===== config.mk =====
export PLATFORM = sky130hd
export DESIGN_NAME = axi_burst_reader
export DESIGN_NICKNAME = d
export VERILOG_FILES = /design/src/hdl/acc_pkg.sv /design/src/hdl/axi_burst_reader.sv
export SDC_FILE = /design/constraint.sdc
export NUM_CORES = 1
export LEC_CHECK = 0
export BUFFER_PORTS_ARGS = -buffer_cell sky130_fd_sc_hd__buf_2
export CAP_MARGIN = 0
export CORE_AREA = 3 3 132 134
export CTS_CLUSTER_SIZE = 12
export DETAILED_ROUTE_END_ITERATION = 12
export DIE_AREA = 0 0 135 137
export GPL_TIMING_DRIVEN = 1
export PLACE_DENSITY = 0.53
export SLEW_MARGIN = 20
export SYNTH_ARGS = -nofsm -noshare
export SYNTH_HDL_FRONTEND = slang
export SYNTH_SLANG_ARGS = --single-unit

===== constraint.sdc =====
create_clock -name clk -period 1.8 [get_ports clk]
set_input_delay 0.09 -clock clk [delete_from_list [all_inputs] [get_ports clk]]
set_output_delay 0.09 -clock clk [all_outputs]
set_load 0.005 [all_outputs]

===== src/hdl/acc_pkg.sv =====
// accelerator shared definitions
`default_nettype none

package acc_pkg;

  localparam int ADDR_W      = 32;
  localparam int DATA_W      = 128;
  localparam int LANE_W      = 32;
  localparam int LANES       = DATA_W / LANE_W;
  localparam int BLOCK_WORDS = 4;
  localparam int LITE_ADDR_W = 12;
  localparam int LITE_DATA_W = 32;

  typedef logic [ADDR_W-1:0] addr_t;
  typedef logic [DATA_W-1:0] word_t;
  typedef logic [LANE_W-1:0] lane_t;
  typedef logic [7:0]        axlen_t;

  localparam axlen_t ARLEN_BLOCK = axlen_t'(BLOCK_WORDS - 1);

  // control register map
  localparam logic [LITE_ADDR_W-1:0] REG_CTRL = 12'h000;
  localparam logic [LITE_ADDR_W-1:0] REG_IFM  = 12'h010;
  localparam logic [LITE_ADDR_W-1:0] REG_WGT  = 12'h018;
  localparam logic [LITE_ADDR_W-1:0] REG_OFM  = 12'h020;

  typedef struct packed {
    addr_t  araddr;
    axlen_t arlen;
  } axi_ar_t;

  typedef struct packed {
    word_t rdata;
    logic  rlast;
  } axi_r_t;

  typedef struct packed {
    addr_t  awaddr;
    axlen_t awlen;
  } axi_aw_t;

  typedef struct packed {
    word_t               wdata;
    logic [DATA_W/8-1:0] wstrb;
    logic                wlast;
  } axi_w_t;

  typedef struct packed {
    logic [LITE_ADDR_W-1:0] awaddr;
  } lite_aw_t;

  typedef struct packed {
    logic [LITE_DATA_W-1:0]   wdata;
    logic [LITE_DATA_W/8-1:0] wstrb;
  } lite_w_t;

  typedef enum logic [1:0] {
    IDLE,
    FETCH,
    WRITE,
    DONE
  } seq_state_t;

endpackage

`default_nettype wire


===== src/hdl/axi_burst_reader.sv =====
// AXI4 block read master
`default_nettype none
`timescale 1ns/1ps

module axi_burst_reader (
  input  logic             clk,
  input  logic             rst_n,
  input  logic             fetch_start,
  input  acc_pkg::addr_t   base,
  output acc_pkg::axi_ar_t ar,
  output logic             arvalid,
  input  logic             arready,
  input  acc_pkg::axi_r_t  r,
  input  logic             rvalid,
  output logic             rready,
  output logic             word_valid,
  output acc_pkg::word_t   word,
  input  logic             word_ready,
  output logic             fetch_done
);
  import acc_pkg::*;

  addr_t  addr_q;
  logic   busy;
  logic   beat_hs;
  axlen_t beat_cnt;

  assign ar = '{araddr: addr_q, arlen: ARLEN_BLOCK};

  // beats pass straight through, the consumer's ready stalls the bus
  assign word_valid = busy && rvalid;
  assign word       = r.rdata;
  assign rready     = busy && word_ready;
  assign beat_hs    = rvalid && rready;
  assign fetch_done = beat_hs && r.rlast;

  always_ff @(posedge clk) begin
    if (!rst_n) begin
      arvalid  <= 1'b0;
      busy     <= 1'b0;
      beat_cnt <= '0;
    end else begin
      if (fetch_start) begin
        arvalid  <= 1'b1;
        busy     <= 1'b1;
        beat_cnt <= '0;
      end else begin
        if (arready) begin
          arvalid <= 1'b0;
        end
        if (fetch_done) begin
          busy <= 1'b0;
        end
        if (beat_hs) begin
          beat_cnt <= beat_cnt + 1'b1;
        end
      end
    end
  end

  always_ff @(posedge clk) begin
    if (fetch_start) begin
      addr_q <= base;
    end
  end

  a_rlast_on_last_beat: assert property (
    @(posedge clk) disable iff (!rst_n)
    beat_hs |-> (r.rlast == (beat_cnt == ARLEN_BLOCK))
  );

endmodule

`default_nettype wire


# Word level (Yosys, flattened, before mapping)
# Index checks and enable logic that the tools add are counted.
# totals
in_bits,167
rom_bits,0
regBits,34
word_cells,13
latch_bits,0
memories,0
output_inout_bits,172
ramBits,0
# classes
n_lt_le_gt_ge,0
n_bitwise,0
n_shift,0
n_addsub,0
eq_ne,0
reduce_logical,6
multipliers,0
mux,4
n_div,0
# ops
op,n
$logic_and A1 B1 Y1,4
$mux W1,4
$reduce_bool A2 Y1,2

# Longest topological paths before layout
# depth
word_depth,5
depth_mapped,2

# Worst setup path before layout
# No wires, ideal clock.
# synth_timing
kind,flip-flop to output port
startpoint,reg busy
endpoint,out fetch_done
arrival_ps,604
path_stages_with_launch,3
setup_slack_ps,1106
cell_sequence,dfxtp_1 and2_4 and3_1
# synth_between
elab_chain_cells,3
# synth_rtl
element,line,source
from (decl),axi_burst_reader.sv:24,logic busy;
from (signal assigned),axi_burst_reader.sv:40,busy <= 1'b0;
from (signal assigned),axi_burst_reader.sv:45,busy <= 1'b1;
from (signal assigned),axi_burst_reader.sv:52,busy <= 1'b0;
$logic_and A1 B1 Y1,axi_burst_reader.sv:33,assign rready = busy && word_ready;
$logic_and A1 B1 Y1,axi_burst_reader.sv:34,assign beat_hs = rvalid && rready;
$logic_and A1 B1 Y1,axi_burst_reader.sv:35,assign fetch_done = beat_hs && r.rlast;
to (decl),axi_burst_reader.sv:19,output logic fetch_done
# No other way between the ends.

# Worst setup path after layout
# Ends and elaborated chain as after synthesis.

==> impl_results.md <==
- Starting DRT DRC Count: 28
- Yosys cell types: 12
- Max_cap viols: 0
- Synth top area share: 0.490
- First-pass iteration count of the detailed router: 4
- Site Rows: 47
- Fin crit share: 0.599
- # resized after CTS: 0
- Unrepaired setup endpoints after global routing: false
- Root Driver: clkbuf_16
- Maximum VDD drop: 0.000601 V
- Worst slew pin tran: 0.712 ns
- CP Launch Type: flop
- Largest net degree at the start of global routing: 35
- IO Pins: 339
- GRT Util Overall: 0.0748
- Die width: 135 µm
- Layout Nets: 328
- Initial antenna violation count: 0
- Crit-path cells: and2_4 > and3_1 > buf_2
- DRT Wirelength: 7.85 mm
- Core Box Area: 16400 µm²
- Max clock buf depth: 2
- First-pass GRT wire length: 9.18 mm
- Commonest non-fill, non-tap cells in the layout: buf_2 (74), edfxtp_1 (32), dlygate4sd3_1 (30), conb_1 (8), clkbuf_16 (5)
- Final slew viol count: 0
- Yosys warning count: 0
- Fin Hold WS: 0.0131 ns
- Mean Syn Cell Area: 11.6 µm²
- Lkg Pwr: 0.000897 µW
- PortBufs: 74
- Max-slew headroom: 0.525
- Routed vias/inst: 2.64
- Share of cells above drive strength 1: 0.519
- Syn Std Cell Area: 2080 µm²
- Gpl congestion: 0.792
- Min-delay src: base[2]
- Area growth, synth to finish: 6.79%
- Worst path required time: 1.71 ns
- # diodes: 0
- Initial Util: 0.127
- FF+latch count, synth: 34
- Hold WC Path Type: input pin to flop
- Worst EP arrival: 0.99 ns
- Final ANT Viol Nets: 0
- CP max-delay cell: dfxtp_1
- Final Hold Viols: 0
- Post-synthesis sequential area ratio: 0.480
- Global route overflow: 0
- Final setup TNS: 0 ns
- # DRC: 0
- Leading area contributor after synthesis: buf_4
- Chip height: 137 µm
- Outcome: finished clean
- Die area: 18500 µm²
- Multi-input combinational cell area: 80.1 µm²
- FF+latch area: 1000 µm²
- # fillers: 1816
- Layout Skew: 0 ns
- Via count: 1010
- Tmin final: 1.08 ns
- CTS tree: done
- CP endpoint kind: primary output
- Pwr Density: 999 nW/µm²
- Total CTS buffers: 5
- WL per Instance: 20.6 µm
- Skew-Pair Late Insertion Delay: 0.27 ns
- Maximum fanout along the worst path: 3
- Vias in the first global route: 1002
- H-tree levels: 2
- RR Startpoint: busy$_SDFFE_PN0P_
- Clk sinks: 34
- Worst-path clk slew: 0.05 ns
- Crit. Startpoint: busy$_SDFFE_PN0P_
- Commonest non-fill, non-tap cell in the layout: buf_2
- Highest Clock Rate: 927 MHz
- Post-Syn Instances: 180
- Critical path class: flop to primary output
- Max stage delay on crit path: 0.31 ns
- Final Setup Violations: 0
- Largest cells by area after synthesis: buf_4 (49%), edfxtp_1 (46%), dfxtp_1 (1.9%), a41oi_1 (0.42%), and2_4 (0.42%)
==> synth_stat cells, drive strengths merged <==
master  instances
and3            1
nand2b          1
and2            2
conb            2
buf           136
edfxtp         32
a21boi          1
inv             1
dfxtp           2
o21ai           1
a41oi           1
==> layer usage <==
| metal | part of all wire | GRT usage | vias to the layer above |
|---|---|---|---|
| li1 | - | - | 394 |
| met1 | 0.18 | 0.0363 | 386 |
| met2 | 0.47 | 0.125 | 208 |
| met3 | 0.31 | 0.104 | 20 |
| met4 | 0.030 | 0.0375 | 2 |
| met5 | 0.0066 | 0.0194 | - |
==> stage by stage <==
stage	cells	cell area [µm²]	power [µW]	util	worst slack [ns]
6_report	382	2220	2220	0.136	0.721
2_1_floorplan	186	2110	1230	-	1.11
4_1_cts	380	2200	2250	0.134	0.712
3_5_place_dp	344	1730	1100	0.105	0.689
3_3_place_gp	344	1730	1100	0.105	0.731
5_1_grt	382	2220	2310	0.136	0.657
==> where the power goes <==
group / leakage, µW / switching, µW / internal (µW) / total, µW
clock: 0.0000940 / 292 / 794 / 1090
combinational: 0.000473 / 75.3 / 114 / 190
sequential: 0.000330 / 13.1 / 934 / 948
==> final cells by class <==
type / count / area share
multi-input combinational: 15 / 0.0360
tap: 220 / 0.124
sequential: 34 / 0.450
clock inverter: 3 / 0.0309
clock buffer: 5 / 0.0562
inverter: 1 / 0.00169
timing repair buffer: 104 / 0.301
==> logic make-up after synthesis <==
family,share of synthesized area
buffers and inverters,0.492
flip-flops,0.480
AND/OR/NAND/NOR,0.0138
AO/OA/AOI/OAI,0.0102
other,0.00360
==> worst paths after layout <==
kind | to | slack (ns) | cells past startpoint
setup / recovery | fetch_done | 0.72 | 3
hold / removal | addr_q[2]$_DFFE_PP_ | 0.01 | 1
setup reg to reg | busy$_SDFFE_PN0P_ | 1.11 | 2
hold reg to reg | arvalid$_SDFFE_PN0P_ | 0.49 | 2
==> what timing repair did <==
action,in CTS,in global routing
buffers inserted,0,0
endpoints found under the setup margin,0,0
hold endpoints to repair,28,2
hold buffers,28,2
==> critical path, delay by kind of cell (launching register included) <==
| kind | cells | cell delay, ns |
|---|---|---|
| buffers and inverters | 1 | 0.12 |
| DFF | 1 | 0.31 |
| and+or+nand+nor | 2 | 0.29 |
==> sequential cells by signal, summed over array words and instances, names as in the netlist <==
name and flops:
arvalid 1, addr_q 32, busy 1
Note: power is estimated with default switching activity, not from simulation.
