## src/hdl/acc_pkg.sv

```systemverilog
// accelerator shared definitions
`default_nettype none

package acc_pkg;

  localparam int ADDR_W      = 32;
  localparam int DATA_W      = 128;
  localparam int LANE_W      = 32;
  localparam int LANES       = DATA_W / LANE_W;
  localparam int BLOCK_WORDS = 4;
  localparam int LITE_ADDR_W = 12;
  localparam int LITE_DATA_W = 32;

  typedef logic [ADDR_W-1:0] addr_t;
  typedef logic [DATA_W-1:0] word_t;
  typedef logic [LANE_W-1:0] lane_t;
  typedef logic [7:0]        axlen_t;

  localparam axlen_t ARLEN_BLOCK = axlen_t'(BLOCK_WORDS - 1);

  // control register map
  localparam logic [LITE_ADDR_W-1:0] REG_CTRL = 12'h000;
  localparam logic [LITE_ADDR_W-1:0] REG_IFM  = 12'h010;
  localparam logic [LITE_ADDR_W-1:0] REG_WGT  = 12'h018;
  localparam logic [LITE_ADDR_W-1:0] REG_OFM  = 12'h020;

  typedef struct packed {
    addr_t  araddr;
    axlen_t arlen;
  } axi_ar_t;

  typedef struct packed {
    word_t rdata;
    logic  rlast;
  } axi_r_t;

  typedef struct packed {
    addr_t  awaddr;
    axlen_t awlen;
  } axi_aw_t;

  typedef struct packed {
    word_t               wdata;
    logic [DATA_W/8-1:0] wstrb;
    logic                wlast;
  } axi_w_t;

  typedef struct packed {
    logic [LITE_ADDR_W-1:0] awaddr;
  } lite_aw_t;

  typedef struct packed {
    logic [LITE_DATA_W-1:0]   wdata;
    logic [LITE_DATA_W/8-1:0] wstrb;
  } lite_w_t;

  typedef enum logic [1:0] {
    IDLE,
    FETCH,
    WRITE,
    DONE
  } seq_state_t;

endpackage

`default_nettype wire

```

## src/hdl/axi_word_writer.sv

```systemverilog
// AXI4 single word write master
`default_nettype none
`timescale 1ns/1ps

module axi_word_writer (
  input  logic             clk,
  input  logic             rst_n,
  input  logic             write_start,
  input  acc_pkg::addr_t   base,
  input  acc_pkg::word_t   result,
  output acc_pkg::axi_aw_t aw,
  output logic             awvalid,
  input  logic             awready,
  output acc_pkg::axi_w_t  w,
  output logic             wvalid,
  input  logic             wready,
  input  logic             bvalid,
  output logic             bready,
  output logic             write_done
);
  import acc_pkg::*;

  addr_t addr_q;
  word_t data_q;
  logic  busy;

  assign aw = '{awaddr: addr_q, awlen: '0};
  assign w  = '{wdata: data_q, wstrb: '1, wlast: 1'b1};

  // response taken once address and data are both gone
  assign bready     = busy && !awvalid && !wvalid;
  assign write_done = bvalid && bready;

  always_ff @(posedge clk) begin
    if (!rst_n) begin
      awvalid <= 1'b0;
      wvalid  <= 1'b0;
      busy    <= 1'b0;
    end else begin
      if (write_start) begin
        awvalid <= 1'b1;
        wvalid  <= 1'b1;
        busy    <= 1'b1;
      end else begin
        if (awready) begin
          awvalid <= 1'b0;
        end
        if (wready) begin
          wvalid <= 1'b0;
        end
        if (write_done) begin
          busy <= 1'b0;
        end
      end
    end
  end

  always_ff @(posedge clk) begin
    if (write_start) begin
      addr_q <= base;
      data_q <= result;
    end
  end

  a_w_held: assert property (
    @(posedge clk) disable iff (!rst_n)
    wvalid && !wready |=> wvalid && $stable(w)
  );

endmodule

`default_nettype wire

```

## config.mk

```make
export PLATFORM = sky130hd
export DESIGN_NAME = axi_word_writer
export DESIGN_NICKNAME = d
export VERILOG_FILES = /design/src/hdl/acc_pkg.sv /design/src/hdl/axi_word_writer.sv
export SDC_FILE = /design/constraint.sdc
export NUM_CORES = 1
export LEC_CHECK = 0
export BUFFER_PORTS_ARGS = -buffer_cell sky130_fd_sc_hd__buf_2
export CORE_AREA = 2 2 139 141
export CTS_BUF_LIST = sky130_fd_sc_hd__clkbuf_8
export DETAILED_ROUTE_END_ITERATION = 7
export DIE_AREA = 0 0 141 143
export GPL_TIMING_DRIVEN = 0
export PLACE_DENSITY = 0.6
export SYNTH_ARGS = -nofsm -noshare
export SYNTH_HDL_FRONTEND = slang
export SYNTH_SLANG_ARGS = --single-unit
```

## constraint.sdc

```tcl
create_clock -name clk -period 1 [get_ports clk]
set_clock_uncertainty 0.05 [all_clocks]
set_input_delay 0.3 -clock clk [delete_from_list [all_inputs] [get_ports clk]]
set_output_delay 0.3 -clock clk [all_outputs]
set_load 0.005 [all_outputs]
```

# Word level (Yosys, flattened, before mapping)
# Index checks and enable logic that the tools add are counted.
[op_classes]
addsub = 0
n_mul = 0
div = 0
n_lt_le_gt_ge = 0
n_eq_ne = 0
shift = 0
muxes = 6
bitwise_logic = 0
n_reduce_logical = 8
[ops]
columns = ["op", "n"]
rows = [
  ["$mux W1", 6],
  ["$reduce_bool A2 Y1", 3],
  ["$logic_and A1 B1 Y1", 3],
  ["$logic_not A1 Y1", 2],
]
[totals]
regBits = 163
latch_bits = 0
mem_bits_rw = 0
mem_bits_ro = 0
in_bits = 166
output_inout_bits = 189
word_cells = 19
n_memories = 0

# Logic depth before layout (Yosys ltp)
[logic_depth]
word_depth = 6
ltp_mapped = 2
depth_no_buf = 2

# Least setup slack after synthesis
# OpenSTA, ideal clock, no wires.
[synth_path]
kind = "register to output"
startpoint = "register awvalid"
endpoint = "output port write_done"
arrival_time_ns = 0.604
t_required_ns = 0.650
path_slack_ns = 0.046
path_stages_with_launch = 3
n_path_buf = 0
cell_sequence = "dfxtp_1 nor2_2 and3_1"
[synth_via]
elab_chain_len = 4
[synth_lines]
columns = ["element", "line", "source"]
rows = [
  ["start, declared", "axi_word_writer.sv:12", "output logic awvalid,"],
  ["start signal, assigned", "axi_word_writer.sv:36", "awvalid <= 1'b0;"],
  ["start signal, assigned", "axi_word_writer.sv:41", "awvalid <= 1'b1;"],
  ["start signal, assigned", "axi_word_writer.sv:46", "awvalid <= 1'b0;"],
  ["$logic_not A1 Y1", "axi_word_writer.sv:31", "assign bready = busy && !awvalid && !wvalid;"],
  ["$logic_and A1 B1 Y1 (2 in a row)", "axi_word_writer.sv:31", ""],
  ["$logic_and A1 B1 Y1", "axi_word_writer.sv:32", "assign write_done = bvalid && bready;"],
  ["end, declared", "axi_word_writer.sv:19", "output logic write_done"],
]
# No other way between the ends.

# Worst setup path after layout
[layout_path]
startpoint = "register awvalid"
endpoint = "output port bready"
[layout_via]
elab_chain_len = 3
[layout_lines]
columns = ["element", "line", "source"]
rows = [
  ["$logic_not A1 Y1", "axi_word_writer.sv:31", ""],
  ["$logic_and A1 B1 Y1 (2 in a row)", "axi_word_writer.sv:31", ""],
  ["end, declared", "axi_word_writer.sv:18", "output logic bready,"],
]
# No other way between the ends.

==> results_dict.tcl <==
set metrics [dict create \
    outcome "complete, but fails checks" \
    violations "setup timing" \
    arrival_ns 1.17 \
    grtUsageTotal_pct 14.8 \
    drtIter0Drc 191 \
    cts_tree "built" \
    boundaryPins 355 \
    syn-cell-area_um2 5120 \
    min_period_ns 1.52 \
    dieArea_um2 20200 \
    grt_overflow 0 \
    hold_class "primary input to flop" \
    areaGrowthSynthToFinish_pct 81.5 \
    place.gp.congestion 0.834 \
    cts-root-buf "clkbuf_8" \
    critPathMaxFanout 3 \
    fill_cells 1551 \
    top_layer_used "met4" \
    clk_latency_ns 0.45 \
    vias 3885 \
    drt-total-wl_um 15700 \
    antenna_found_initial 1 \
    cp_slowest_cell "dfxtp_2" \
    dp_cells 787 \
    crit_buf_inv 1 \
    drive_gt1_share_pct 52.6 \
    critPathRequiredTime_ns 0.65 \
    reg2regPathDepth 4 \
    initial_core_util_pct 27.6 \
    slew_viol_final 0 \
    hold_violations 0 \
    p_per_area_nw_per_um2 1610 \
    clkTransAtPathRegs_ns 0.10 \
    fmax_ghz 0.659 \
    yosysWarnings 0 \
    viasPerCell 3.95 \
    route.met2.wl_um 8210 \
    drv_cap 0 \
    grt_pass1_wl_um 22200 \
    fp-row-count 50 \
    nNetsFinal 902 \
    cts_made_buffers 17 \
    wire_per_inst_um 16.0 \
    min_path_cells 3 \
    layout.cells.non_filler 984 \
    cp.depth 3 \
    cts_num_sinks 163 \
    worst_setup_path_end_kind "primary output" \
    finalWorstSetupSlack_ns -0.518 \
    drt_pass1_iterations 4 \
    clockBufferDepth 2 \
    ir_worst_vdd_uv 843 \
    wl_met1_um 6050 \
    synth_fa_ha_area_share_pct 0 \
    ys_seq_area_share_pct 95.0 \
    dr_wl_met3_um 1070 \
    postSynthAreaPerCell_um2 25.6 \
    grt_max_degree 75 \
    grt_setup_unrepaired "yes" \
    grt_pass1_vias 4124 \
    ant_nets 0 \
    dp_hpwl_um 10400 \
    finalCritPeriodShare_pct 152 \
    crit_family "flip-flops" \
    fin_setup_tns_ns -51.19 \
    multi_input_area_um2 158 \
    ys_types 12 \
    synth_xor_area_share_pct 0 \
    regArea_um2 4870 \
    crit_chain "nor2_4 > and2_2 > buf_2" \
    crit_path_start_kind "flop" \
    synth_top_family_by_area "buffers and inverters" \
    synthCells 200 \
    synth_compound_area_share_pct 0.513 \
    remaining_drc_errors 0 \
    fp.coreArea_um2 18600 \
    max_stage_delay_ns 0.38 \
    die_w_um 141 \
    port-buffer-count 329 \
    synthMuxAreaShare_pct 0 \
    ys_ff_latch 163 \
    finalSetupViolations 164 \
    p_leak_nw 4.05 \
    die_h_um 143 \
    htree_levels 4 \
    yosys.area_share.simple_pct 0.635 \
    critPathKind "flop to primary output" \
]
==> area by class of cell <==
class / count / area share [%]
antenna: 1 / 0.0269
buffer: 25 / 2.02
clock buffer: 17 / 2.52
clock inverter: 15 / 2.01
inverter: 1 / 0.0404
multi-input combinational: 34 / 1.70
sequential: 163 / 52.3
tap: 234 / 3.15
timing repair buffer: 494 / 36.2
==> flip-flops by register name (all words and copies together), names as in the netlist <==
name / count
addr_q: 32
awvalid: 1
busy: 1
data_q: 128
wvalid: 1
==> logic make-up (layout without fill, tap and decap cells) <==
logic type / count (synthesis) / after routing
compound gates: 4 / 4
buf+inv: 26 / 552
flops: 163 / 163
other cells: 2 / 26
simple gates: 5 / 5
==> through the flow <==
step	worst slack [ns]	cell area (um^2)	power [W]	hold slack [ns]	utilization [%]
global route	-0.615	9300	0.0155	0.0121	50.0
CTS	-0.551	9270	0.0151	0.0128	49.9
detailed placement	-0.790	7180	0.00961	0.428	38.7
global placement	-2.40	7150	0.00958	0.428	38.5
floorplan	0.0463	5210	0.00857	0.349	-
finish	-0.518	9300	0.0150	0.0480	50.0
==> placed cells by master, fill, tap and decap left out, drive strengths merged, types with 2 or more instances in the layout <==
master and n:
buf 358, dlygate4sd3 161, edfxtp 160, conb 25
clkbuf 17, inv 8, clkinv 7, dfxtp 3
nand2b 2, a21boi 2
==> where the power goes <==
group          internal, W  leakage, nW  total (W)  switching (W)
clock              0.00213        0.212    0.00494        0.00280
combinational      0.00108         2.24    0.00178       0.000698
sequential         0.00809         1.59    0.00824       0.000148
==> layer usage <==
metal | up-vias | track usage [%]
met5 | - | 0
met4 | 0 | 7.26
met3 | 28 | 4.90
met2 | 208 | 26.2
met1 | 1843 | 16.0
li1 | 1806 | -
==> what timing repair did <==
item | CTS | global route
endpoints found under the setup margin | 255 | 209
cloned | 1 | 0
resized for setup | 5 | 6
buffers inserted | 1 | 1
hold buffers | 161 | 0
endpoints found under the hold margin | 161 | 0
pin swaps | 2 | 0
==> path summary, 6_finish.rpt <==
| path | from | to | slack (ns) |
|---|---|---|---|
| worst max-delay path | awvalid$_SDFFE_PN0P_ | bready | -0.52 |
| worst min-delay path | awready | awvalid$_SDFFE_PN0P_ | 0.05 |
| worst min register to register | awvalid$_SDFFE_PN0P_ | awvalid$_SDFFE_PN0P_ | 0.46 |
| worst max register to register | wvalid$_SDFFE_PN0P_ | wvalid$_SDFFE_PN0P_ | 0.13 |
==> Yosys cell counts, drive strengths merged <==
master	instances	share of area, %
o21ai	1	0.098
a31oi	1	0.12
edfxtp	160	94
and3	1	0.12
conb	2	0.15
buf	25	3.7
dfxtp	3	1.2
nand2b	2	0.24
inv	1	0.073
nor2	1	0.12
and2	1	0.15
a21boi	2	0.29
==> tightest hold or removal path, delay by kind of cell <==
kind / cells / cell delay (ns)
compound gates: 1 / 0.06
simple gates: 1 / 0.09
buf+inv: 1 / 0.07
No activity file was read; power rests on OpenSTA's default activity.
