$ cat config.mk
export PLATFORM = sky130hd
export DESIGN_NAME = acc_sequencer
export DESIGN_NICKNAME = d
export VERILOG_FILES = /design/src/hdl/acc_pkg.sv /design/src/hdl/acc_sequencer.sv
export SDC_FILE = /design/constraint.sdc
export NUM_CORES = 1
export LEC_CHECK = 0
export CORE_AREA = 4 4 41 43
export DETAILED_ROUTE_END_ITERATION = 10
export DIE_AREA = 0 0 45 47
export DONT_BUFFER_PORTS = 1
export PLACE_DENSITY = 0.43
export SLEW_MARGIN = 30
export SYNTH_ARGS = -nofsm -noshare
export SYNTH_HDL_FRONTEND = slang
export SYNTH_SLANG_ARGS = --single-unit
$ cat constraint.sdc
create_clock -name clk -period 1.8 [get_ports clk]
set_clock_uncertainty 0.15 [all_clocks]
set_input_delay 0.45 -clock clk [delete_from_list [all_inputs] [get_ports clk]]
set_output_delay 0.45 -clock clk [all_outputs]
set_load 0.005 [all_outputs]
$ cat src/hdl/acc_pkg.sv
// accelerator shared definitions
`default_nettype none

package acc_pkg;

  localparam int ADDR_W      = 32;
  localparam int DATA_W      = 128;
  localparam int LANE_W      = 32;
  localparam int LANES       = DATA_W / LANE_W;
  localparam int BLOCK_WORDS = 4;
  localparam int LITE_ADDR_W = 12;
  localparam int LITE_DATA_W = 32;

  typedef logic [ADDR_W-1:0] addr_t;
  typedef logic [DATA_W-1:0] word_t;
  typedef logic [LANE_W-1:0] lane_t;
  typedef logic [7:0]        axlen_t;

  localparam axlen_t ARLEN_BLOCK = axlen_t'(BLOCK_WORDS - 1);

  // control register map
  localparam logic [LITE_ADDR_W-1:0] REG_CTRL = 12'h000;
  localparam logic [LITE_ADDR_W-1:0] REG_IFM  = 12'h010;
  localparam logic [LITE_ADDR_W-1:0] REG_WGT  = 12'h018;
  localparam logic [LITE_ADDR_W-1:0] REG_OFM  = 12'h020;

  typedef struct packed {
    addr_t  araddr;
    axlen_t arlen;
  } axi_ar_t;

  typedef struct packed {
    word_t rdata;
    logic  rlast;
  } axi_r_t;

  typedef struct packed {
    addr_t  awaddr;
    axlen_t awlen;
  } axi_aw_t;

  typedef struct packed {
    word_t               wdata;
    logic [DATA_W/8-1:0] wstrb;
    logic                wlast;
  } axi_w_t;

  typedef struct packed {
    logic [LITE_ADDR_W-1:0] awaddr;
  } lite_aw_t;

  typedef struct packed {
    logic [LITE_DATA_W-1:0]   wdata;
    logic [LITE_DATA_W/8-1:0] wstrb;
  } lite_w_t;

  typedef enum logic [1:0] {
    IDLE,
    FETCH,
    WRITE,
    DONE
  } seq_state_t;

endpackage

`default_nettype wire

$ cat src/hdl/acc_sequencer.sv
// engine control FSM
`default_nettype none
`timescale 1ns/1ps

module acc_sequencer (
  input  logic clk,
  input  logic rst_n,
  input  logic ap_start,
  input  logic ifm_done,
  input  logic wgt_done,
  input  logic result_valid,
  input  logic write_done,
  output logic fetch_start,
  output logic write_start,
  output logic ap_done,
  output logic ap_idle
);
  import acc_pkg::*;

  seq_state_t state;
  logic       ifm_got;
  logic       wgt_got;
  logic       res_got;
  logic       all_in;

  // both blocks read and the sum ready by this cycle
  assign all_in = (ifm_got || ifm_done) && (wgt_got || wgt_done) &&
                  (res_got || result_valid);

  assign ap_idle = (state == IDLE);
  assign ap_done = (state == DONE);

  always_ff @(posedge clk) begin
    if (!rst_n) begin
      state       <= IDLE;
      fetch_start <= 1'b0;
      write_start <= 1'b0;
      ifm_got     <= 1'b0;
      wgt_got     <= 1'b0;
      res_got     <= 1'b0;
    end else begin
      fetch_start <= 1'b0;
      write_start <= 1'b0;
      case (state)
        IDLE: begin
          if (ap_start) begin
            state       <= FETCH;
            fetch_start <= 1'b1;
            ifm_got     <= 1'b0;
            wgt_got     <= 1'b0;
            res_got     <= 1'b0;
          end
        end
        FETCH: begin
          ifm_got <= ifm_got || ifm_done;
          wgt_got <= wgt_got || wgt_done;
          res_got <= res_got || result_valid;
          if (all_in) begin
            state       <= WRITE;
            write_start <= 1'b1;
          end
        end
        WRITE: begin
          if (write_done) begin
            state <= DONE;
          end
        end
        DONE:    state <= IDLE;
        default: state <= IDLE;
      endcase
    end
  end

  a_done_in_fetch: assert property (
    @(posedge clk) disable iff (!rst_n)
    (ifm_done || wgt_done || result_valid) |-> state == FETCH
  );

endmodule

`default_nettype wire

Word level (Yosys, flattened, before mapping)
Index checks and enable logic that the tools add are counted.

Logic and storage cells: 33. Flip-flop bits (word level): 7. Output and inout bits: 4. Input bits: 7.

Eq/ne operators: 6. Reductions and logical operators: 11. Muxes and demuxes: 10.

Operators by type and width (count): $pmux W2 S4 (1); $mux W2 (3); $ne A2 B2 Y1 const B (3); $pmux W1 S2 (3); $reduce_and A2 Y1 (3); $eq A2 B2 Y1 const B (2); $logic_or A1 B1 Y1 (3); $mux W1 (3); $reduce_and A3 Y1 (1); $eq A2 B1 Y1 const B (1); $logic_and A1 B1 Y1 (2); $logic_not A2 Y1 (1); $reduce_bool A2 Y1 (1).

Logic depth before layout (Yosys ltp)
Gate-level depths: netlist of the first run.

Depth after elaboration: 5. Gate-level depth with buffers: 5. Mapped depth without buffers: 5.

Worst setup path before layout of the first run
OpenSTA, ideal clock, no wires.

Path kind: register to register. From: reg state[1]. To: reg state[0]. Clock period less this slack: 1638 ps. Arrival: 1416 ps. Path slack: 162 ps. Data required time: 1578 ps. Library setup time: 72 ps. Stages on the path, launching flop included: 6. Buffers on the path: 0. Path through: dfxtp_1 > inv_1 > ha_1 > nor3b_2 > a2111oi_2 > mux2i_1.

Word-level cells in the longest chain between the ends: 3. Elaborated cells on any way between the ends: 9. Those cells by class: eq/ne: 6; mux: 1; reduce/logical: 2.

Ends and longest elaborated chain: from (decl) (line acc_sequencer.sv:20) `seq_state_t state;`; from (signal assigned) (line acc_sequencer.sv:35) `state <= IDLE;`; from (signal assigned) (line acc_sequencer.sv:47) `state <= FETCH;`; from (signal assigned) (line acc_sequencer.sv:59) `state <= WRITE;`; $eq A2 B1 Y1 (tied with other cells) (line acc_sequencer.sv:44) `case (state)`; $ne A2 B2 Y1 (no source line); $reduce_and A3 Y1 (no source line).

Several ways; a longest one is shown, not always the timed one. A chain may end at the register's enable or synchronous reset.

Final worst setup path of the first run
From: reg state[0]. To: reg state[1].

Same word-level chain as after synthesis.

==> results of run 1 <==
-- power groups by stage --
stage / logic [uW] / registers, uW / clock network, uW
after floorplan: 200 / 214 / 0
after global placement: 261 / 218 / 0
after detailed placement: 282 / 223 / 0
after CTS: 305 / 220 / 150
after global routing: 336 / 224 / 162
final: 299 / 218 / 141
-- what timing repair did --
item | CTS | global route
cloned | 0 | 0
gates resized for setup | 1 | 0
pin swaps | 0 | 1
buffers inserted | 0 | 0
endpoints found under the setup margin | 2 | 1
-- state kept, by name, indices dropped and copies added, names as in the netlist --
register / flops
ifm_got: 1
fetch_start: 1
res_got: 1
write_start: 1
state: 2
wgt_got: 1
-- worst max-delay path, delay by kind of cell (launching register included) --
family	cells	cell delay, ns
and+or+nand+nor	1	0.15
adders and majority gates	1	0.21
buffers and inverters	1	0.10
DFF	1	0.38
AOI/OAI and AO/OA	1	0.40
muxes	1	0.23
-- cell families (layout without fill, tap and decap cells) --
| kind of cell | after synthesis | count (layout) | synth area share (%) |
|---|---|---|---|
| and+or+nand+nor | 13 | 13 | 21.1 |
| AOI/OAI and AO/OA | 10 | 10 | 17.1 |
| DFF | 7 | 7 | 37.6 |
| adders and majority gates | 5 | 5 | 16.8 |
| muxes | 2 | 2 | 5.37 |
| buffers and inverters | 2 | 8 | 2.01 |
-- cell type report --
class                      instances  area [sq um]  share of cell area (%)
inverter                           2          7.51                    1.69
tap                               15          18.8                    4.21
sequential                         7           140                    31.5
clock buffer                       4          26.3                    5.90
multi-input combinational         30           238                    53.4
timing repair buffer               2          15.0                    3.37
-- final timing paths --
kind | endpoint | slack (ns) | cells after the start
worst min-delay path | write_start$_SDFF_PN0_ | 0.20 | 2
worst max register to register | state[1]$_SDFFE_PN0P_ | 0.11 | 5
worst max-delay path | state[1]$_SDFFE_PN0P_ | 0.11 | 5
worst min register to register | state[1]$_SDFFE_PN0P_ | 0.36 | 2
-- layout by cell type, fill, tap and decap left out --
cell       netlist  routed
dfxtp_1          7       7
a21oi_1          6       6
ha_1             5       5
nand2_1          4       4
nor3b_1          3       3
clkbuf_4         0       3
inv_1            2       2
nor2b_1          2       2
mux2i_1          2       2
buf_4            0       2
nand2b_1         1       1
and3_1           1       1
o21ai_0          1       1
o22ai_1          1       1
nor3b_2          1       1
a2111oi_4        0       1
o211ai_1         1       1
nor2_1           1       1
clkbuf_1         0       1
-- through the flow --
stage | worst slack [ns] | hold WS, ns
floorplan | 0.162 | 0.318
global placement | 0.109 | 0.336
detailed placement | 0.00403 | 0.359
CTS | 0.0763 | 0.194
global route | 0.0115 | 0.197
finish | 0.105 | 0.201
-- routing by layer --
layer / part of all wire [%] / track usage (%) / vias up
met5: 0 / 0 / -
li1: - / - / 150
met3: 14 / 8.05 / 0
met1: 32 / 6.62 / 156
met4: 0 / 2.92 / 0
met2: 54 / 16.9 / 10
==> out/results.tsv, run 1 <==
stage	metric	value	unit
clocking	cts_hold_buffers	0	
final_layout	areaGrowthSynthToFinish	19.5	%
routing	viasPerCell	5.27	
global_route	grt-ovfl-total	0	
setup_path	path_cells	inv_1 -> ha_1 -> nor2b_1 -> a2111oi_4 -> mux2i_1	
logic_synthesis	synth.distinct_cells	16	
timing	setup-tns-final	0	ns
clocking	cts.sink_count	7	
final_layout	final_cell_count_no_fill	60	
placed_design	port_buffers	0	
worst_hold_path	hold_path_class	input port to flop	
power	clock_power_share	21.5	%
job	maxCapViolations	0	
routing	drc	0	
logic_synthesis	yosysWarnings	0	
logic_synthesis	postSynthAreaPerCell	9.56	sq um
logic_synthesis	synth-seq-cells	7	
clocking	clock_latency	0.25	ns
final_layout	utilization	34.2	%
power	seqPwrFrac	33.1	%
global_route	grt_usage	9.10	%
logic_synthesis	syn_inst	39	
clocking	clk_pin_slew	0.05	ns
logic_synthesis	syn-num-nets	51	
logic_synthesis	yosysMostFrequentCell	dfxtp_1	
setup_path	end_kind	flop	
timing	drv_slew	0	
setup_path	worstSetupStartpointType	flop	
routing	wl_per_cell	14.2	um
global_route	antenna_found_initial	0	
placed_design	placed_cells	56	
setup_path	cp.required	1.83	ns
clocking	cts_max_level	1	
placed_design	gp_congestion	0.671	
global_route	grt_max_degree	10	
timing	setup_violations	0	
worst_hold_path	hold_start	rst_n	
setup_path	cp_slowest_cell	a2111oi_4	
die	placementRows	13	
power	p_sw_share	36.2	%
routing	num_vias	316	
routing	antenna_left	0	
power	powerDensity	1480	nW/um^2
die	die_w	45	um
die	die-height	47	um
setup_path	path_class	flop to flop	
timing	fin_crit	1.69	ns
logic_synthesis	synth.top_cell.area_share	37.6	%
final_layout	diodes	0	
timing	worst_pin_slew	0.363	ns
routing	firstDrtPassIters	1	
power	power.switching	239	uW
run_status	outcome	complete, no violations	
logic_synthesis	synthArstFlopShare	0	%
power	pwr-share-comb	45.4	%
die	start_util	28.7	%
timing	relSlewSlack	75.8	%
setup_path	critPathMaxFanout	4	
logic_synthesis	synth_ff_type	dfxtp_1	
clocking	clockBufferDepth	2	
logic_synthesis	ys_seq_area_share	37.6	%
logic_synthesis	synthTopCellsByArea	dfxtp_1, ha_1, a21oi_1	
timing	finalHoldViolations	0	
setup_path	crit_path_start	state[0]$_SDFFE_PN0P_	
clocking	cts_buffers	3	
logic_synthesis	netlist_area	373	sq um
setup_path	crit_arrival	1.72	ns
power	leakagePower	0.000177	uW
global_route	grt_pass1_vias	349	
timing	timing.final.crit_share	94.2	%
die	core_area	1300	sq um
final_layout	nets	58	
clocking	tritoncts	done	
logic_synthesis	synth_area_leader_cell	dfxtp_1	
setup_path	r2r-start	state[0]$_SDFFE_PN0P_	
power	p_int	420	uW
power	p_total	659	uW
final_layout	final_layout_size_suffix_gt1_share	15.6	%
final_layout	postLayoutCellArea	445	sq um
routing	wl	850	um
setup_path	slowest_delay	0.40	ns
logic_synthesis	synth_edf_count	0	
clocking	cts_root_buf	clkbuf_4	
power	ir_drop	0.560	mV
die	die-area	2120	sq um
logic_synthesis	yosys-top-cells-count	dfxtp_1, a21oi_1, ha_1, nand2_1, nor3b_1	
die	io_pins	11	
placed_design	placed_area	407	sq um
final_layout	fillers	146	
timing	fmax	590	MHz
routing	drtIter0Drc	0	
global_route	grt_pass1_wl	1.32	mm
timing	rsz0062_at_grt	false	
Power figures use the tool's default switching activity.
==> run 2, diff against run 1 <==
BUFFER_PORTS_ARGS = -buffer_cell sky130_fd_sc_hd__buf_4   (was not set)
DONT_BUFFER_PORTS = not set   (was 1)
PLACE_DENSITY = 0.51   (was 0.43)
==> out/results.tsv, run 2 (same netlist as run 1, synthesis figures left out) <==
stage	metric	value	unit	change
clocking	tritoncts	done		
routing	drc	0		unchanged
global_route	antenna_found_initial	0		unchanged
die	io_pins	11		unchanged
final_layout	largest-register	state		
timing	drv_slew	0		unchanged
routing	num_vias	329		+4.1%
timing	rsz0062_at_grt	false		
clocking	cts_buffers	3		unchanged
die	core_area	1300	sq um	unchanged
worst_hold_path	min_to	fetch_start$_SDFF_PN0_		
placed_design	port_buffers	10		+10
final_layout	final_cell_mix	buf_4, dfxtp_1, a21oi_1, ha_1, nand2_1		
final_layout	largest_register_ffs	2		unchanged
power	powerDensity	1340	nW/um^2	-9.6%
timing	hold_slack	0.313	ns	+0.112 ns
timing	relSlewSlack	76.9	%	+1.1 points
worst_hold_path	hold_depth	2		unchanged
timing	fin_crit	1.72	ns	+0.0294 ns
final_layout	nets	68		+17%
clocking	cts_max_level	1		unchanged
power	ir_drop	0.588	mV	+5.0%
routing	wl_per_cell	10.9	um	-23%
final_layout	diodes	0		unchanged
run_status	outcome	complete, no violations		
timing	finalHoldViolations	0		unchanged
clocking	clockBufferDepth	2		unchanged
routing	antenna_left	0		unchanged
worst_hold_path	hold_start	ap_start		
setup_path	cp.required	1.20	ns	-0.63 ns
job	maxCapViolations	0		unchanged
setup_path	reg2reg_to	state[0]$_SDFFE_PN0P_		
clocking	cts.sink_count	7		unchanged
timing	setup_ws	0.0756	ns	-0.0294 ns
power	leakagePower	0.000228	uW	+29%
setup_path	r2r-start	state[1]$_SDFFE_PN0P_		
setup_path	regToRegSetupSlack	0.11	ns	about the same
placed_design	dp_slack	0.0751	ns	+0.0711 ns
global_route	grt_max_degree	10		unchanged
setup_path	path_class	flop to output port		
routing	drtIter0Drc	4		+4
worst_hold_path	hold_path_class	input port to flop		
global_route	grt_usage	8.81	%	-0.29 points
final_layout	final_common_cell	buf_4		
global_route	grt-ovfl-total	0		unchanged
die	die_w	45	um	unchanged
clocking	clock_latency	0.25	ns	about the same
setup_path	end_kind	output port		
setup_path	crit_arrival	1.12	ns	-0.60 ns
die	start_util	28.7	%	unchanged
power	p_total	696	uW	+5.6%
timing	setup_violations	0		unchanged
clocking	clk_pin_slew	0.06	ns	about the same
placed_design	gp_congestion	0.806		+20%
setup_path	worstRegToRegCells	5		unchanged
global_route	grt_pass1_vias	304		-13%
setup_path	critPathMaxFanout	5		+1
die	die-area	2120	sq um	unchanged
routing	wl	763	um	-10%
clocking	postCtsSetupBuffers	0		unchanged
global_route	grt_pass1_wl	1.28	mm	-3.6%
final_layout	areaGrowthSynthToFinish	39.6	%	
routing	viasPerCell	4.70		-11%
final_layout	final_layout_size_suffix_gt1_share	30.9	%	+15 points
die	die-height	47	um	unchanged
setup_path	worstSetupStartpointType	flop		
timing	timing.final.crit_share	95.8	%	+1.6 points
clocking	cts_root_buf	clkbuf_4		
timing	setup-tns-final	0	ns	unchanged
placed_design	dpl.hpwl	603	um	
die	placementRows	13		unchanged
timing	fmax	580	MHz	-1.7%
timing	worst_pin_slew	0.346	ns	-0.0166 ns
routing	firstDrtPassIters	4		+3
[run 2: routing by layer]
| metal | vias to the layer above | part of all wire [%] | track usage, % |
|---|---|---|---|
| li1 | 173 | - | - |
| met1 | 145 | 48 | 10.6 |
| met2 | 9 | 44 | 12.1 |
| met3 | 2 | 6.6 | 4.98 |
| met4 | 0 | 1.2 | 5.26 |
| met5 | - | 0 | 0 |
[run 2: worst max-delay path by stage]
stage,start,to,slack [ns],depth (start not counted)
final,state[0]$_SDFFE_PN0P_,ap_idle,0.08,3
after global routing,state[1]$_SDFFE_PN0P_,state[0]$_SDFFE_PN0P_,0.01,5
after CTS,state[0]$_SDFFE_PN0P_,state[0]$_SDFFE_PN0P_,0.06,5
after detailed placement,state[0]$_SDFFE_PN0P_,state[0]$_SDFFE_PN0P_,0.08,5
after global placement,state[1]$_SDFFE_PN0P_,state[0]$_SDFFE_PN0P_,0.07,5
after floorplan,state[1]$_SDFFE_PN0P_,state[0]$_SDFFE_PN0P_,0.16,5
[run 2: stage by stage]
step | area, sq um | utilization, % | std cells
after floorplan | 373 | - | 39
after global placement | 482 | 37.0 | 66
after detailed placement | 482 | 37.0 | 66
after CTS | 508 | 39.0 | 70
after global routing | 520 | 40.0 | 70
final | 520 | 40.0 | 70
[run 2: area by class of cell]
cell class                 instances  area, sq um
clock buffer                       4         26.3
fill                             147          781
inverter                           2         7.51
multi-input combinational         30          238
sequential                         7          140
tap                               15         18.8
timing repair buffer              12         90.1
[run 2: timing repair]
item / 4_1_cts / 5_1_grt
hold buffers: 0 / 0
setup endpoints to repair: 0 / 1
hold endpoints to repair: 0 / 0
gates resized for setup: 0 / 1
[run 2: report_power, final]
group / internal, uW / switching [uW]
clock network: 84.7 / 60.0
registers: 189 / 24.7
logic: 176 / 162
total: 449 / 247
[run 2: worst max-delay path, cell delays in order, from the launching register on]
cell and delay [ns]:
dfxtp_1 0.37, inv_1 0.09, ha_1 0.26, buf_4 0.15
==> run 3, diff against run 2 <==
PLACE_DENSITY = 0.49   (was 0.51)
==> out/results.tsv, run 3 (same netlist as run 1, synthesis figures left out) <==
stage	metric	value	unit	change
run_status	outcome	complete, no violations		
final_layout	final_cell_mix	buf_4, a21oi_1, dfxtp_1, nand2_1, ha_1		
global_route	grt_pass1_vias	307		+0.99%
final_layout	diodes	0		unchanged
job	maxCapViolations	0		unchanged
global_route	antenna_found_initial	0		unchanged
routing	drtIter0Drc	0		-4
power	power.switching	239	uW	-3.1%
timing	relSlewSlack	77.4	%	+0.43 points
setup_path	path_buf_inv	3		+1
placed_design	port_buffers	10		unchanged
clocking	clk_pin_slew	0.05	ns	about the same
clocking	cts_root_buf	clkbuf_4		
power	powerDensity	1320	nW/um^2	-1.1%
die	die-area	2120	sq um	unchanged
final_layout	fillers	152		+3.4%
setup_path	end_kind	output port		
timing	timing.final.crit_share	94.8	%	-0.98 points
clocking	tritoncts	done		
final_layout	seqCellArea	143	sq um	+1.8%
timing	setup_violations	0		unchanged
die	die_w	45	um	unchanged
clocking	cts_buffers	3		unchanged
global_route	grt-ovfl-total	0		unchanged
routing	firstDrtPassIters	1		-3
die	start_util	28.7	%	unchanged
power	clock_power_share	20.2	%	-0.6 points
setup_path	crit_family	flip-flops		
routing	wl_per_cell	10.0	um	-8.1%
clocking	cts_max_level	1		unchanged
setup_path	path_cells	inv_1 -> ha_2 -> buf_4 -> buf_4		
routing	wl	711	um	-6.8%
die	placementRows	13		unchanged
clocking	cts.sink_count	7		unchanged
timing	fin_crit	1.71	ns	-0.0176 ns
power	p_total	705	uW	+1.3%
global_route	grt_usage	8.87	%	+0.065 points
setup_path	worstSetupStartpointType	flop		
setup_path	crit_arrival	1.11	ns	about the same
routing	num_vias	322		-2.1%
global_route	grt_pass1_wl	1.25	mm	-2.2%
setup_path	cp_slowest_cell	dfxtp_2		
setup_path	path_class	flop to output port		
worst_hold_path	hold_path_class	input port to flop		
clocking	clockBufferDepth	2		unchanged
timing	finalHoldViolations	0		unchanged
final_layout	largest_register_ffs	2		unchanged
final_layout	areaGrowthSynthToFinish	43.0	%	
clocking	clock_latency	0.25	ns	about the same
timing	rsz0062_at_grt	false		
setup_path	cp.required	1.20	ns	about the same
power	p_sw_share	33.9	%	-1.5 points
power	leakagePower	0.000232	uW	+1.8%
timing	drv_slew	0		unchanged
global_route	grt_max_degree	10		unchanged
die	die-height	47	um	unchanged
setup_path	cp_common_cell	buf_4		
final_layout	final_layout_size_suffix_gt1_share	39.3	%	+8.4 points
timing	setup-tns-final	0	ns	unchanged
final_layout	nets	69		+1.5%
placed_design	gp_congestion	0.666		-17%
timing	fmax	586	MHz	+1.0%
routing	antenna_left	0		unchanged
power	seqPwrFrac	31.5	%	+0.9 points
power	pwr-share-comb	48.3	%	-0.3 points
die	io_pins	11		unchanged
routing	drc	0		unchanged
final_layout	multi_input_area	240	sq um	+1.1%
final_layout	largest-register	state		
power	ir_drop	0.461	mV	-22%
final_layout	final_common_cell	buf_4		
timing	worst_pin_slew	0.340	ns	-0.00649 ns
setup_path	critPathMaxFanout	4		-1
routing	viasPerCell	4.54		-3.5%
power	p_int	466	uW	+3.7%
die	core_area	1300	sq um	unchanged
setup_path	slowest_delay	0.34	ns	-0.03 ns
-- run 3: cell types whose count changed in the layout (fill, tap and decap cells not counted), sizes merged --
cell / previous run / this run
buf: 12 / 13
-- run 3: path summary, 6_finish.rpt --
path | from | to | slack (ns) | depth (start not counted)
setup / recovery | state[0]$_SDFFE_PN0P_ | ap_idle | 0.09 | 4
hold / removal | ap_start | fetch_start$_SDFF_PN0_ | 0.31 | 2
setup reg to reg | state[0]$_SDFFE_PN0P_ | state[0]$_SDFFE_PN0P_ | 0.18 | 5
hold reg to reg | state[0]$_SDFFE_PN0P_ | state[0]$_SDFFE_PN0P_ | 0.33 | 2
-- run 3: cell type report --
type / instances / area share (%)
clock buffers: 4 / 4.93
inverters: 2 / 1.41
multi-input cells: 30 / 45.1
flip-flops and latches: 7 / 26.8
well taps: 15 / 3.52
repair buffers: 13 / 18.3
-- run 3: metrics by stage --
step / worst slack, ns / instances / cell area [sq um] / util (%) / hold WS (ns)
3_3_place_gp: 0.0367 / 66 / 482 / 37.0 / 0.357
6_report: 0.0932 / 71 / 533 / 41.0 / 0.309
2_1_floorplan: 0.162 / 39 / 373 / - / 0.318
5_1_grt: 0.0201 / 71 / 533 / 41.0 / 0.306
3_5_place_dp: 0.0682 / 66 / 482 / 37.0 / 0.350
4_1_cts: 0.0396 / 70 / 510 / 39.2 / 0.295
-- run 3: routing by layer --
layer | track usage (%) | up-vias | wire (um) | part of all wire, %
li1 | - | 172 | - | -
met1 | 9.17 | 143 | 311 | 44
met2 | 13.0 | 7 | 346 | 49
met3 | 6.51 | 0 | 54 | 7.6
met4 | 5.26 | 0 | 0 | 0
met5 | 0 | - | 0 | 0
-- run 3: power by group through the flow --
stage	sequential, uW	combinational [uW]	clock [uW]
detailed placement	219	313	0
global placement	220	319	0
CTS	221	313	157
global route	226	390	167
floorplan	214	200	0
finish	222	340	142
-- run 3: worst reg2reg max path, cell delays in order, from the launching register on --
cell	delay (ns)
dfxtp_2	0.33
buf_4	0.12
ha_1	0.22
nor3b_2	0.18
a2111oi_4	0.33
mux2i_1	0.22
-- run 3: timing repair --
action,in CTS,in global routing
hold buffers,0,0
gates resized for setup,2,3
buffers inserted,0,1
setup endpoints to repair,1,2
